## config.mk

```make
export PLATFORM = sky130hd
export DESIGN_NAME = rv_core
export DESIGN_NICKNAME = d
export VERILOG_FILES = /design/src/rv_pkg.sv /design/src/rv_alu.sv /design/src/rv_control.sv /design/src/rv_core.sv /design/src/rv_decode.sv /design/src/rv_regfile.sv
export SDC_FILE = /design/constraint.sdc
export NUM_CORES = 2
export LEC_CHECK = 0
export BUFFER_PORTS_ARGS = -buffer_cell sky130_fd_sc_hd__buf_2
export CAP_MARGIN = 10
export CORE_MARGIN = 5
export CORE_UTILIZATION = 30
export DETAILED_ROUTE_END_ITERATION = 8
export SLEW_MARGIN = 20
export SYNTH_ARGS = -nofsm -noshare
export SYNTH_HDL_FRONTEND = slang
export SYNTH_SLANG_ARGS = --single-unit
```

## constraint.sdc

```tcl
create_clock -name clk -period 71.4 [get_ports clk]
set_clock_uncertainty 0.15 [all_clocks]
set_input_delay 0 -clock clk [delete_from_list [all_inputs] [get_ports clk]]
set_output_delay 0 -clock clk [all_outputs]
set_load 0.005 [all_outputs]
```

## src/rv_pkg.sv

```systemverilog
//====================================================================
// Shared definitions for the rv_core RV32I integer core: widths,
// opcodes, function codes, memory-mapped addresses, the instruction
// format views and the memory port structs.
// Every design and testbench file refers to these by rv_pkg:: names.
//====================================================================
package rv_pkg;

    localparam int xlen          = 32;
    localparam int reg_sel_width = 5;

    // major opcodes, widened to one byte
    typedef enum logic [7:0] {
        LOAD   = 8'h03,
        OPIMM  = 8'h13,
        AUIPC  = 8'h17,
        STORE  = 8'h23,
        OP     = 8'h33,
        LUI    = 8'h37,
        BRANCH = 8'h63,
        JALR   = 8'h67,
        JAL    = 8'h6f
    } op_t;

    // funct3 for OP and OPIMM
    localparam logic [2:0] f3_add  = 3'b000;
    localparam logic [2:0] f3_sll  = 3'b001;
    localparam logic [2:0] f3_slt  = 3'b010;
    localparam logic [2:0] f3_sltu = 3'b011;
    localparam logic [2:0] f3_xor  = 3'b100;
    localparam logic [2:0] f3_srl  = 3'b101;
    localparam logic [2:0] f3_or   = 3'b110;
    localparam logic [2:0] f3_and  = 3'b111;

    // funct3 for BRANCH
    localparam logic [2:0] f3_beq  = 3'b000;
    localparam logic [2:0] f3_bne  = 3'b001;
    localparam logic [2:0] f3_blt  = 3'b100;
    localparam logic [2:0] f3_bge  = 3'b101;
    localparam logic [2:0] f3_bltu = 3'b110;
    localparam logic [2:0] f3_bgeu = 3'b111;

    // selects SUB and SRA/SRAI
    localparam logic [6:0] funct7_alt = 7'b0100000;

    typedef enum logic [3:0] {
        ALU_ADD,
        ALU_SUB,
        ALU_SLL,
        ALU_SLT,
        ALU_SLTU,
        ALU_XOR,
        ALU_SRL,
        ALU_SRA,
        ALU_OR,
        ALU_AND
    } alu_op_t;

    // stores to these addresses are actions, not memory writes
    localparam logic [xlen-1:0] out_addr  = 32'd1000;
    localparam logic [xlen-1:0] halt_addr = 32'd1004;

    typedef struct packed {
        logic [6:0] funct7;
        logic [4:0] rs2;
        logic [4:0] rs1;
        logic [2:0] funct3;
        logic [4:0] rd;
        logic [6:0] opcode;
    } r_fmt_t;

    typedef struct packed {
        logic [11:0] imm;
        logic [4:0]  rs1;
        logic [2:0]  funct3;
        logic [4:0]  rd;
        logic [6:0]  opcode;
    } i_fmt_t;

    typedef struct packed {
        logic [6:0] imm_hi;
        logic [4:0] rs2;
        logic [4:0] rs1;
        logic [2:0] funct3;
        logic [4:0] imm_lo;
        logic [6:0] opcode;
    } s_fmt_t;

    typedef struct packed {
        logic       imm_12;
        logic [5:0] imm_10_5;
        logic [4:0] rs2;
        logic [4:0] rs1;
        logic [2:0] funct3;
        logic [3:0] imm_4_1;
        logic       imm_11;
        logic [6:0] opcode;
    } b_fmt_t;

    typedef struct packed {
        logic [19:0] imm;
        logic [4:0]  rd;
        logic [6:0]  opcode;
    } u_fmt_t;

    typedef struct packed {
        logic       imm_20;
        logic [9:0] imm_10_1;
        logic       imm_11;
        logic [7:0] imm_19_12;
        logic [4:0] rd;
        logic [6:0] opcode;
    } j_fmt_t;

    // one fetched word, seen through each encoding
    typedef union packed {
        r_fmt_t r_fmt;
        i_fmt_t i_fmt;
        s_fmt_t s_fmt;
        b_fmt_t b_fmt;
        u_fmt_t u_fmt;
        j_fmt_t j_fmt;
    } instr_u;

    typedef struct packed {
        op_t                      op;
        logic [reg_sel_width-1:0] rd;
        logic [reg_sel_width-1:0] rs1;
        logic [reg_sel_width-1:0] rs2;
        logic [2:0]               funct3;
        logic                     alt;
        logic [xlen-1:0]          imm;
    } decoded_t;

    typedef struct packed {
        logic [xlen-1:0] addr;
        logic [xlen-1:0] wdata;
        logic            rd;
        logic            wr;
    } mem_req_t;

    typedef struct packed {
        logic [xlen-1:0] rdata;
        logic            ack;
    } mem_rsp_t;

endpackage

```

## src/rv_alu.sv

```systemverilog
//====================================================================
// Integer ALU and branch comparator.
// result follows alu_op; branch_taken evaluates the branch condition
// selected by funct3 on the same two operands.
//====================================================================
`timescale 1ns/100ps

module rv_alu (
    input  rv_pkg::alu_op_t          alu_op,
    input  logic [rv_pkg::xlen-1:0]  a,
    input  logic [rv_pkg::xlen-1:0]  b,
    input  logic [2:0]               funct3,
    output logic [rv_pkg::xlen-1:0]  result,
    output logic                     branch_taken
);

    logic [4:0] shamt;
    logic       lt;
    logic       ltu;

    assign shamt = b[4:0];
    assign lt    = ($signed(a) < $signed(b));
    assign ltu   = (a < b);

    always_comb begin
        case (alu_op)
            rv_pkg::ALU_ADD:  result = a + b;
            rv_pkg::ALU_SUB:  result = a - b;
            rv_pkg::ALU_SLL:  result = a << shamt;
            rv_pkg::ALU_SLT:  result = {31'b0, lt};
            rv_pkg::ALU_SLTU: result = {31'b0, ltu};
            rv_pkg::ALU_XOR:  result = a ^ b;
            rv_pkg::ALU_SRL:  result = a >> shamt;
            // sign bit fills from the left
            rv_pkg::ALU_SRA:  result = $signed(a) >>> shamt;
            rv_pkg::ALU_OR:   result = a | b;
            rv_pkg::ALU_AND:  result = a & b;
            default:          result = '0;
        endcase
    end

    always_comb begin
        case (funct3)
            rv_pkg::f3_beq:  branch_taken = (a == b);
            rv_pkg::f3_bne:  branch_taken = (a != b);
            rv_pkg::f3_blt:  branch_taken = lt;
            rv_pkg::f3_bge:  branch_taken = !lt;
            rv_pkg::f3_bltu: branch_taken = ltu;
            rv_pkg::f3_bgeu: branch_taken = !ltu;
            default:         branch_taken = 1'b0;
        endcase
    end

endmodule

```

## src/rv_control.sv

```systemverilog
//====================================================================
// Core control: the C0/C1/C2/HALTED state machine, the program
// counter, ALU operand and function selection, memory requests,
// register write-back, the output port and halt.
// One instruction in flight; every wait ends on mem_rsp.ack.
//====================================================================
`timescale 1ns/100ps

module rv_control (
    input  logic                              clk,
    input  logic                              rst,
    input  rv_pkg::decoded_t                  dec,
    input  logic [rv_pkg::xlen-1:0]           rs1_data,
    input  logic [rv_pkg::xlen-1:0]           rs2_data,
    input  logic [rv_pkg::xlen-1:0]           alu_result,
    input  logic                              branch_taken,
    output rv_pkg::alu_op_t                   alu_op,
    output logic [rv_pkg::xlen-1:0]           alu_a,
    output logic [rv_pkg::xlen-1:0]           alu_b,
    output logic                              wr_en,
    output logic [rv_pkg::reg_sel_width-1:0]  wr_sel,
    output logic [rv_pkg::xlen-1:0]           wr_data,
    output rv_pkg::mem_req_t                  mem_req,
    input  rv_pkg::mem_rsp_t                  mem_rsp,
    output logic [rv_pkg::xlen-1:0]           out_data,
    output logic                              out_valid,
    output logic                              halt
);

    typedef enum logic [1:0] {
        C0,
        C1,
        C2,
        HALTED
    } state_t;

    state_t                           state;
    state_t                           next_state;
    logic [rv_pkg::xlen-1:0]          pc;
    logic [rv_pkg::xlen-1:0]          next_pc;
    logic [rv_pkg::reg_sel_width-1:0] load_rd;
    logic [rv_pkg::reg_sel_width-1:0] next_load_rd;

    rv_pkg::alu_op_t         f3_op;
    logic                    fetch;
    logic [rv_pkg::xlen-1:0] target;
    logic [rv_pkg::xlen-1:0] pc_plus4;
    logic [rv_pkg::xlen-1:0] pc_rel;
    logic [rv_pkg::xlen-1:0] jalr_sum;

    assign pc_plus4 = pc + 32'd4;
    assign pc_rel   = pc + dec.imm;
    assign jalr_sum = rs1_data + dec.imm;
    assign out_data = rs2_data;
    assign halt     = (state == HALTED);

    // funct3 to ALU function; the alternate encoding only means SUB for OP
    always_comb begin
        case (dec.funct3)
            rv_pkg::f3_add: begin
                f3_op = (dec.alt && dec.op == rv_pkg::OP) ? rv_pkg::ALU_SUB : rv_pkg::ALU_ADD;
            end
            rv_pkg::f3_sll:  f3_op = rv_pkg::ALU_SLL;
            rv_pkg::f3_slt:  f3_op = rv_pkg::ALU_SLT;
            rv_pkg::f3_sltu: f3_op = rv_pkg::ALU_SLTU;
            rv_pkg::f3_xor:  f3_op = rv_pkg::ALU_XOR;
            rv_pkg::f3_srl:  f3_op = dec.alt ? rv_pkg::ALU_SRA : rv_pkg::ALU_SRL;
            rv_pkg::f3_or:   f3_op = rv_pkg::ALU_OR;
            default:         f3_op = rv_pkg::ALU_AND;
        endcase
    end

    // operand choice; loads and stores use the adder for their address
    always_comb begin
        alu_a  = rs1_data;
        alu_b  = dec.imm;
        alu_op = rv_pkg::ALU_ADD;
        case (dec.op)
            rv_pkg::OP: begin
                alu_b  = rs2_data;
                alu_op = f3_op;
            end
            rv_pkg::OPIMM:  alu_op = f3_op;
            rv_pkg::LUI:    alu_a = '0;
            rv_pkg::AUIPC:  alu_a = pc;
            rv_pkg::BRANCH: alu_b = rs2_data;
            rv_pkg::JAL, rv_pkg::JALR: begin
                // link value pc + 4
                alu_a = pc;
                alu_b = 32'd4;
            end
            default: begin
            end
        endcase
    end

    always_comb begin
        next_state    = state;
        next_pc       = pc;
        next_load_rd  = load_rd;
        mem_req       = '0;
        mem_req.wdata = rs2_data;
        wr_en         = 1'b0;
        wr_sel        = dec.rd;
        wr_data       = alu_result;
        out_valid     = 1'b0;
        fetch         = 1'b0;
        target        = pc_plus4;

        case (state)
            C0: begin
                fetch  = 1'b1;
                target = pc;
            end
            C1: begin
                if (mem_rsp.ack) begin
                    case (dec.op)
                        rv_pkg::OP, rv_pkg::OPIMM, rv_pkg::LUI, rv_pkg::AUIPC: begin
                            wr_en = 1'b1;
                            fetch = 1'b1;
                        end
                        rv_pkg::JAL: begin
                            wr_en  = 1'b1;
                            fetch  = 1'b1;
                            target = pc_rel;
                        end
                        rv_pkg::JALR: begin
                            wr_en  = 1'b1;
                            fetch  = 1'b1;
                            target = {jalr_sum[rv_pkg::xlen-1:1], 1'b0};
                        end
                        rv_pkg::BRANCH: begin
                            fetch  = 1'b1;
                            target = branch_taken ? pc_rel : pc_plus4;
                        end
                        rv_pkg::LOAD: begin
                            mem_req.rd   = 1'b1;
                            mem_req.addr = alu_result;
                            next_load_rd = dec.rd;
                            next_state   = C2;
                        end
                        rv_pkg::STORE: begin
                            if (alu_result == rv_pkg::out_addr) begin
                                out_valid = 1'b1;
                                fetch     = 1'b1;
                            end else if (alu_result == rv_pkg::halt_addr) begin
                                next_state = HALTED;
                            end else begin
                                mem_req.wr   = 1'b1;
                                mem_req.addr = alu_result;
                                // x0 as target, so the write ack changes no register
                                next_load_rd = '0;
                                next_state   = C2;
                            end
                        end
                        default: next_state = HALTED;
                    endcase
                end
            end
            C2: begin
                if (mem_rsp.ack) begin
                    wr_en   = 1'b1;
                    wr_sel  = load_rd;
                    wr_data = mem_rsp.rdata;
                    fetch   = 1'b1;
                end
            end
            default: begin
            end
        endcase

        if (fetch) begin
            mem_req.rd   = 1'b1;
            mem_req.addr = target;
            next_pc      = target;
            next_state   = C1;
        end
    end

    always_ff @(posedge clk or posedge rst) begin
        if (rst) begin
            state   <= C0;
            pc      <= '0;
            load_rd <= '0;
        end else begin
            state   <= next_state;
            pc      <= next_pc;
            load_rd <= next_load_rd;
        end
    end

endmodule

```

## src/rv_core.sv

```systemverilog
//====================================================================
// Top level of the multi-cycle RV32I core. Connects decoder,
// register file, ALU and control to one request/ack memory port,
// the memory-mapped output port and the halt flag.
//====================================================================
`timescale 1ns/100ps

module rv_core (
    input  logic                     clk,
    input  logic                     rst,
    output rv_pkg::mem_req_t         mem_req,
    input  rv_pkg::mem_rsp_t         mem_rsp,
    output logic [rv_pkg::xlen-1:0]  out_data,
    output logic                     out_valid,
    output logic                     halt
);

    rv_pkg::decoded_t                 dec;
    rv_pkg::alu_op_t                  alu_op;
    logic [rv_pkg::xlen-1:0]          rs1_data;
    logic [rv_pkg::xlen-1:0]          rs2_data;
    logic [rv_pkg::xlen-1:0]          alu_a;
    logic [rv_pkg::xlen-1:0]          alu_b;
    logic [rv_pkg::xlen-1:0]          alu_result;
    logic                             branch_taken;
    logic                             wr_en;
    logic [rv_pkg::reg_sel_width-1:0] wr_sel;
    logic [rv_pkg::xlen-1:0]          wr_data;

    // decode runs on read data; only meaningful in a fetch ack cycle
    rv_decode u_decode (
        .instr (mem_rsp.rdata),
        .dec   (dec)
    );

    rv_regfile u_regfile (
        .clk      (clk),
        .rst      (rst),
        .rs1_sel  (dec.rs1),
        .rs2_sel  (dec.rs2),
        .rs1_data (rs1_data),
        .rs2_data (rs2_data),
        .wr_en    (wr_en),
        .wr_sel   (wr_sel),
        .wr_data  (wr_data)
    );

    rv_alu u_alu (
        .alu_op       (alu_op),
        .a            (alu_a),
        .b            (alu_b),
        .funct3       (dec.funct3),
        .result       (alu_result),
        .branch_taken (branch_taken)
    );

    rv_control u_control (
        .clk          (clk),
        .rst          (rst),
        .dec          (dec),
        .rs1_data     (rs1_data),
        .rs2_data     (rs2_data),
        .alu_result   (alu_result),
        .branch_taken (branch_taken),
        .alu_op       (alu_op),
        .alu_a        (alu_a),
        .alu_b        (alu_b),
        .wr_en        (wr_en),
        .wr_sel       (wr_sel),
        .wr_data      (wr_data),
        .mem_req      (mem_req),
        .mem_rsp      (mem_rsp),
        .out_data     (out_data),
        .out_valid    (out_valid),
        .halt         (halt)
    );

endmodule

```

## src/rv_decode.sv

```systemverilog
//====================================================================
// Instruction decoder. Splits a fetched word into register selects,
// function fields and the sign-extended immediate of its format.
// Purely combinational; fed straight from the memory read data.
//====================================================================
`timescale 1ns/100ps

module rv_decode (
    input  logic [rv_pkg::xlen-1:0] instr,
    output rv_pkg::decoded_t        dec
);

    rv_pkg::instr_u iw;
    rv_pkg::op_t    op;

    assign iw = instr;
    assign op = rv_pkg::op_t'({1'b0, iw.r_fmt.opcode});

    always_comb begin
        dec.op     = op;
        dec.rd     = iw.r_fmt.rd;
        dec.rs1    = iw.r_fmt.rs1;
        dec.rs2    = iw.r_fmt.rs2;
        dec.funct3 = iw.r_fmt.funct3;
        // also set for SRAI, whose upper immediate bits match
        dec.alt    = (iw.r_fmt.funct7 == rv_pkg::funct7_alt);

        case (op)
            rv_pkg::OPIMM, rv_pkg::LOAD, rv_pkg::JALR: begin
                dec.imm = {{20{iw.i_fmt.imm[11]}}, iw.i_fmt.imm};
            end
            rv_pkg::STORE: begin
                dec.imm = {{20{iw.s_fmt.imm_hi[6]}}, iw.s_fmt.imm_hi, iw.s_fmt.imm_lo};
            end
            rv_pkg::BRANCH: begin
                dec.imm = {{20{iw.b_fmt.imm_12}}, iw.b_fmt.imm_11,
                           iw.b_fmt.imm_10_5, iw.b_fmt.imm_4_1, 1'b0};
            end
            rv_pkg::LUI, rv_pkg::AUIPC: begin
                dec.imm = {iw.u_fmt.imm, 12'b0};
            end
            rv_pkg::JAL: begin
                dec.imm = {{12{iw.j_fmt.imm_20}}, iw.j_fmt.imm_19_12,
                           iw.j_fmt.imm_11, iw.j_fmt.imm_10_1, 1'b0};
            end
            default: begin
                // R format and unknown opcodes carry no immediate
                dec.imm = '0;
            end
        endcase
    end

endmodule

```

## src/rv_regfile.sv

```systemverilog
//====================================================================
// Integer register file: x1..x31 in flops, x0 reads as zero.
// Two combinational read ports, one write port on the clock edge.
//====================================================================
`timescale 1ns/100ps

module rv_regfile (
    input  logic                              clk,
    input  logic                              rst,
    input  logic [rv_pkg::reg_sel_width-1:0]  rs1_sel,
    input  logic [rv_pkg::reg_sel_width-1:0]  rs2_sel,
    output logic [rv_pkg::xlen-1:0]           rs1_data,
    output logic [rv_pkg::xlen-1:0]           rs2_data,
    input  logic                              wr_en,
    input  logic [rv_pkg::reg_sel_width-1:0]  wr_sel,
    input  logic [rv_pkg::xlen-1:0]           wr_data
);

    logic [rv_pkg::xlen-1:0] regs [1:31];

    assign rs1_data = (rs1_sel == '0) ? '0 : regs[rs1_sel];
    assign rs2_data = (rs2_sel == '0) ? '0 : regs[rs2_sel];

    always_ff @(posedge clk or posedge rst) begin
        if (rst) begin
            for (int i = 1; i < 32; i++) begin
                regs[i] <= '0;
            end
        end else if (wr_en && wr_sel != '0) begin
            // writes to x0 are dropped
            regs[wr_sel] <= wr_data;
        end
    end

endmodule

```

==> results.tsv <==
metric	value	unit
Worst-path clk slew	60	ps
Leak	33.7	nW
synthesis-stage register bit count	1031	
PortBufs	134	
smallest setup slack after layout	59390	ps
Initial Utilization	0.301	
register share of total power	0.421	
hold_buf cts	35	
max-cap viol count	0	
gpl congestion	1.07	
Final setup viols	0	
FILL cells	24000	
ys flop type	dfrtp_1	
Synth cell types	114	
Setup TNS	0	ps
status	finished clean	
I/O pins	135	
TritonCTS clock tree	built	
fin nets	7383	
DRC Markers	0	
Setup WS pre-CTS	59450	ps
crit path kind	input port to output pin	
Syn-to-layout area delta	11.1	%
crit path DAT	11860	ps
RSZ-0062 raised after global routing	false	
CTS Buffer Depth	3	
first-pass GRT wire length	467000	µm
min Tclk post-route	12010	ps
Slew headroom	0.158	
htree depth	3	
Seq/Total Area, Yosys	0.361	
HP Class	input port to register	
Hold Fails Final Rpt	0	
FFs w/ async S/R, synth	1.00	
Peak VDD IR	21.6	µV
Die Span Y	498	µm
WL final	330000	µm
Register Area	25800	µm²
vias per inst	6.16	
Setup Buffers After CTS	0	
CP Max Fanout	88	
drt pass-1 iters	8	
Post-Syn Instances	7380	
Num CTS Buffers	112	
layout cell share with drive strength beyond 1	0.198	
via count	64300	
yosys warns	0	
Slew Limit Fails	0	
vias in the first global route	60500	
clock power share	0.451	
Post-DP HPWL	237000	µm
Pint	1000	µW
Slew @ Worst Pin	1260	ps
Core Box Area	238000	µm²
NetSw	392	µW
Worst setup SP type	input port	
EDFF count, synth	0	
Sw Ratio	0.282	
cts repair resizes	0	
routed len/inst	31.6	µm
die footprint	248000	µm²
initial detailed-routing violation count	8691	
Root Driver	clkbuf_16	
remaining antenna violation count	0	
most frequent cells in the layout	nand2_1, o21ai_0, dfrtp_1	
mean area per synthesized cell	9.69	µm²
GRT Total Usage	0.256	
CTS sink cnt	1031	
Multi-input gate area	42200	µm²
total grt overflow	0	
post-layout total power	1.39	mW
pin count of the biggest net entering global routing	183	
Finished Cell Area	79500	µm²
FP Rows	179	
Post-DP Area	75100	µm²
Power Density	17.5	nW/µm²
Crit path required time	71250	ps
Net Count, Synth	7589	
die width	498	µm
most common cell after layout, fill and taps aside	nand2_1	
later-pin clock latency in the skew report	820	ps
Critical Path End Type	output pin	
Fmax	0.0833	GHz
Mapped Area	71500	µm²
antenna violations before repair	39	
Tcrit/Tclk final	0.168	
Comb power frac	0.127	
## metrics by stage
stage | instances | utilization | hold WS, ps
after global placement | 10200 | 0.316 | 40.3
after detailed placement | 10200 | 0.316 | 45.1
after floorplan | 7380 | - | -11.5
after global routing | 10400 | 0.334 | 132
final | 10400 | 0.334 | 153
after CTS | 10400 | 0.334 | 60.2
## path summary, 6_finish.rpt
check,startpoint,endpoint,slack (ps),cells past startpoint
max reg2reg,u_regfile.regs[290],u_control.load_rd[3],61280,27
max in group asynchronous,rst,u_regfile.regs[670],66600,8
min,mem_rsp[14],u_regfile.regs[909],150,4
min in group asynchronous,rst,u_regfile.regs[440],370,4
min reg2reg,u_regfile.regs[566],u_regfile.regs[566],340,2
max,mem_rsp[21],mem_req[34],59390,25
## Yosys cell counts (116+ instances only)
library cell	count	area (µm²)
nand2_1	1100	4130
o21ai_0	1061	5310
dfrtp_1	1031	25800
clkbuf_1	489	1840
mux4_2	457	10300
mux2i_1	342	3420
a21oi_1	285	1430
nor2_1	282	1060
mux2_2	263	2960
ha_1	170	2130
inv_1	151	567
nand3_1	116	581
## cell families after synthesis
group | share of synthesized area
xor+xnor | 0.00870
simple gates | 0.124
fa+ha+maj | 0.0309
mux | 0.236
compound gates | 0.186
buf+inv | 0.0541
flops | 0.361
## worst max-delay path, cell delays in order
cell and delay (ps):
buf_8 660, buf_12 630, buf_4 790, buf_4 780, mux4_2 600, mux4_2 470, mux2i_1 790, o21ai_0 590
ha_1 640, inv_1 110, o31ai_1 680, a31oi_1 360, nor4_1 480, o211ai_1 290, a211oi_1 330, mux2i_1 130
nor4_2 590, or4b_1 490, or4_4 460, nor4_4 320, o41ai_4 230, buf_4 360, and2_1 410, a22o_1 340
buf_2 130
## registers in the layout (all words and copies together) (netlist names)
signal             cells
u_control.pc          32
u_control.state        2
u_regfile.regs       992
u_control.load_rd      5
## power by group through the flow
| stage | clock network, mW | registers [mW] | logic [mW] |
|---|---|---|---|
| 2_1_floorplan | 0 | 0.598 | 0.105 |
| 3_3_place_gp | 0 | 0.597 | 0.171 |
| 3_5_place_dp | 0 | 0.597 | 0.171 |
| 4_1_cts | 0.636 | 0.586 | 0.172 |
| 5_1_grt | 0.661 | 0.586 | 0.185 |
| 6_report | 0.628 | 0.586 | 0.177 |
## area by class of cell
type / count / area share
inverter: 170 / 0.00816
antenna: 13 / 0.000409
sequential: 1031 / 0.325
tap: 3167 / 0.0499
clock buffer: 162 / 0.0400
clock inverter: 44 / 0.00986
multi-input combinational: 5465 / 0.531
timing repair buffer: 394 / 0.0358
## metal layers
metal  vias to the layer above  GRT usage  routed length, µm  share of wire
met5                         -          0                175        0.00053
met4                        26      0.136              21100          0.064
met3                       849     0.0701              36400           0.11
met2                      3925      0.369             138000           0.42
met1                     32600      0.348             134000           0.41
li1                      27000          -                  -              -
Note: power is estimated with default switching activity, not from simulation.
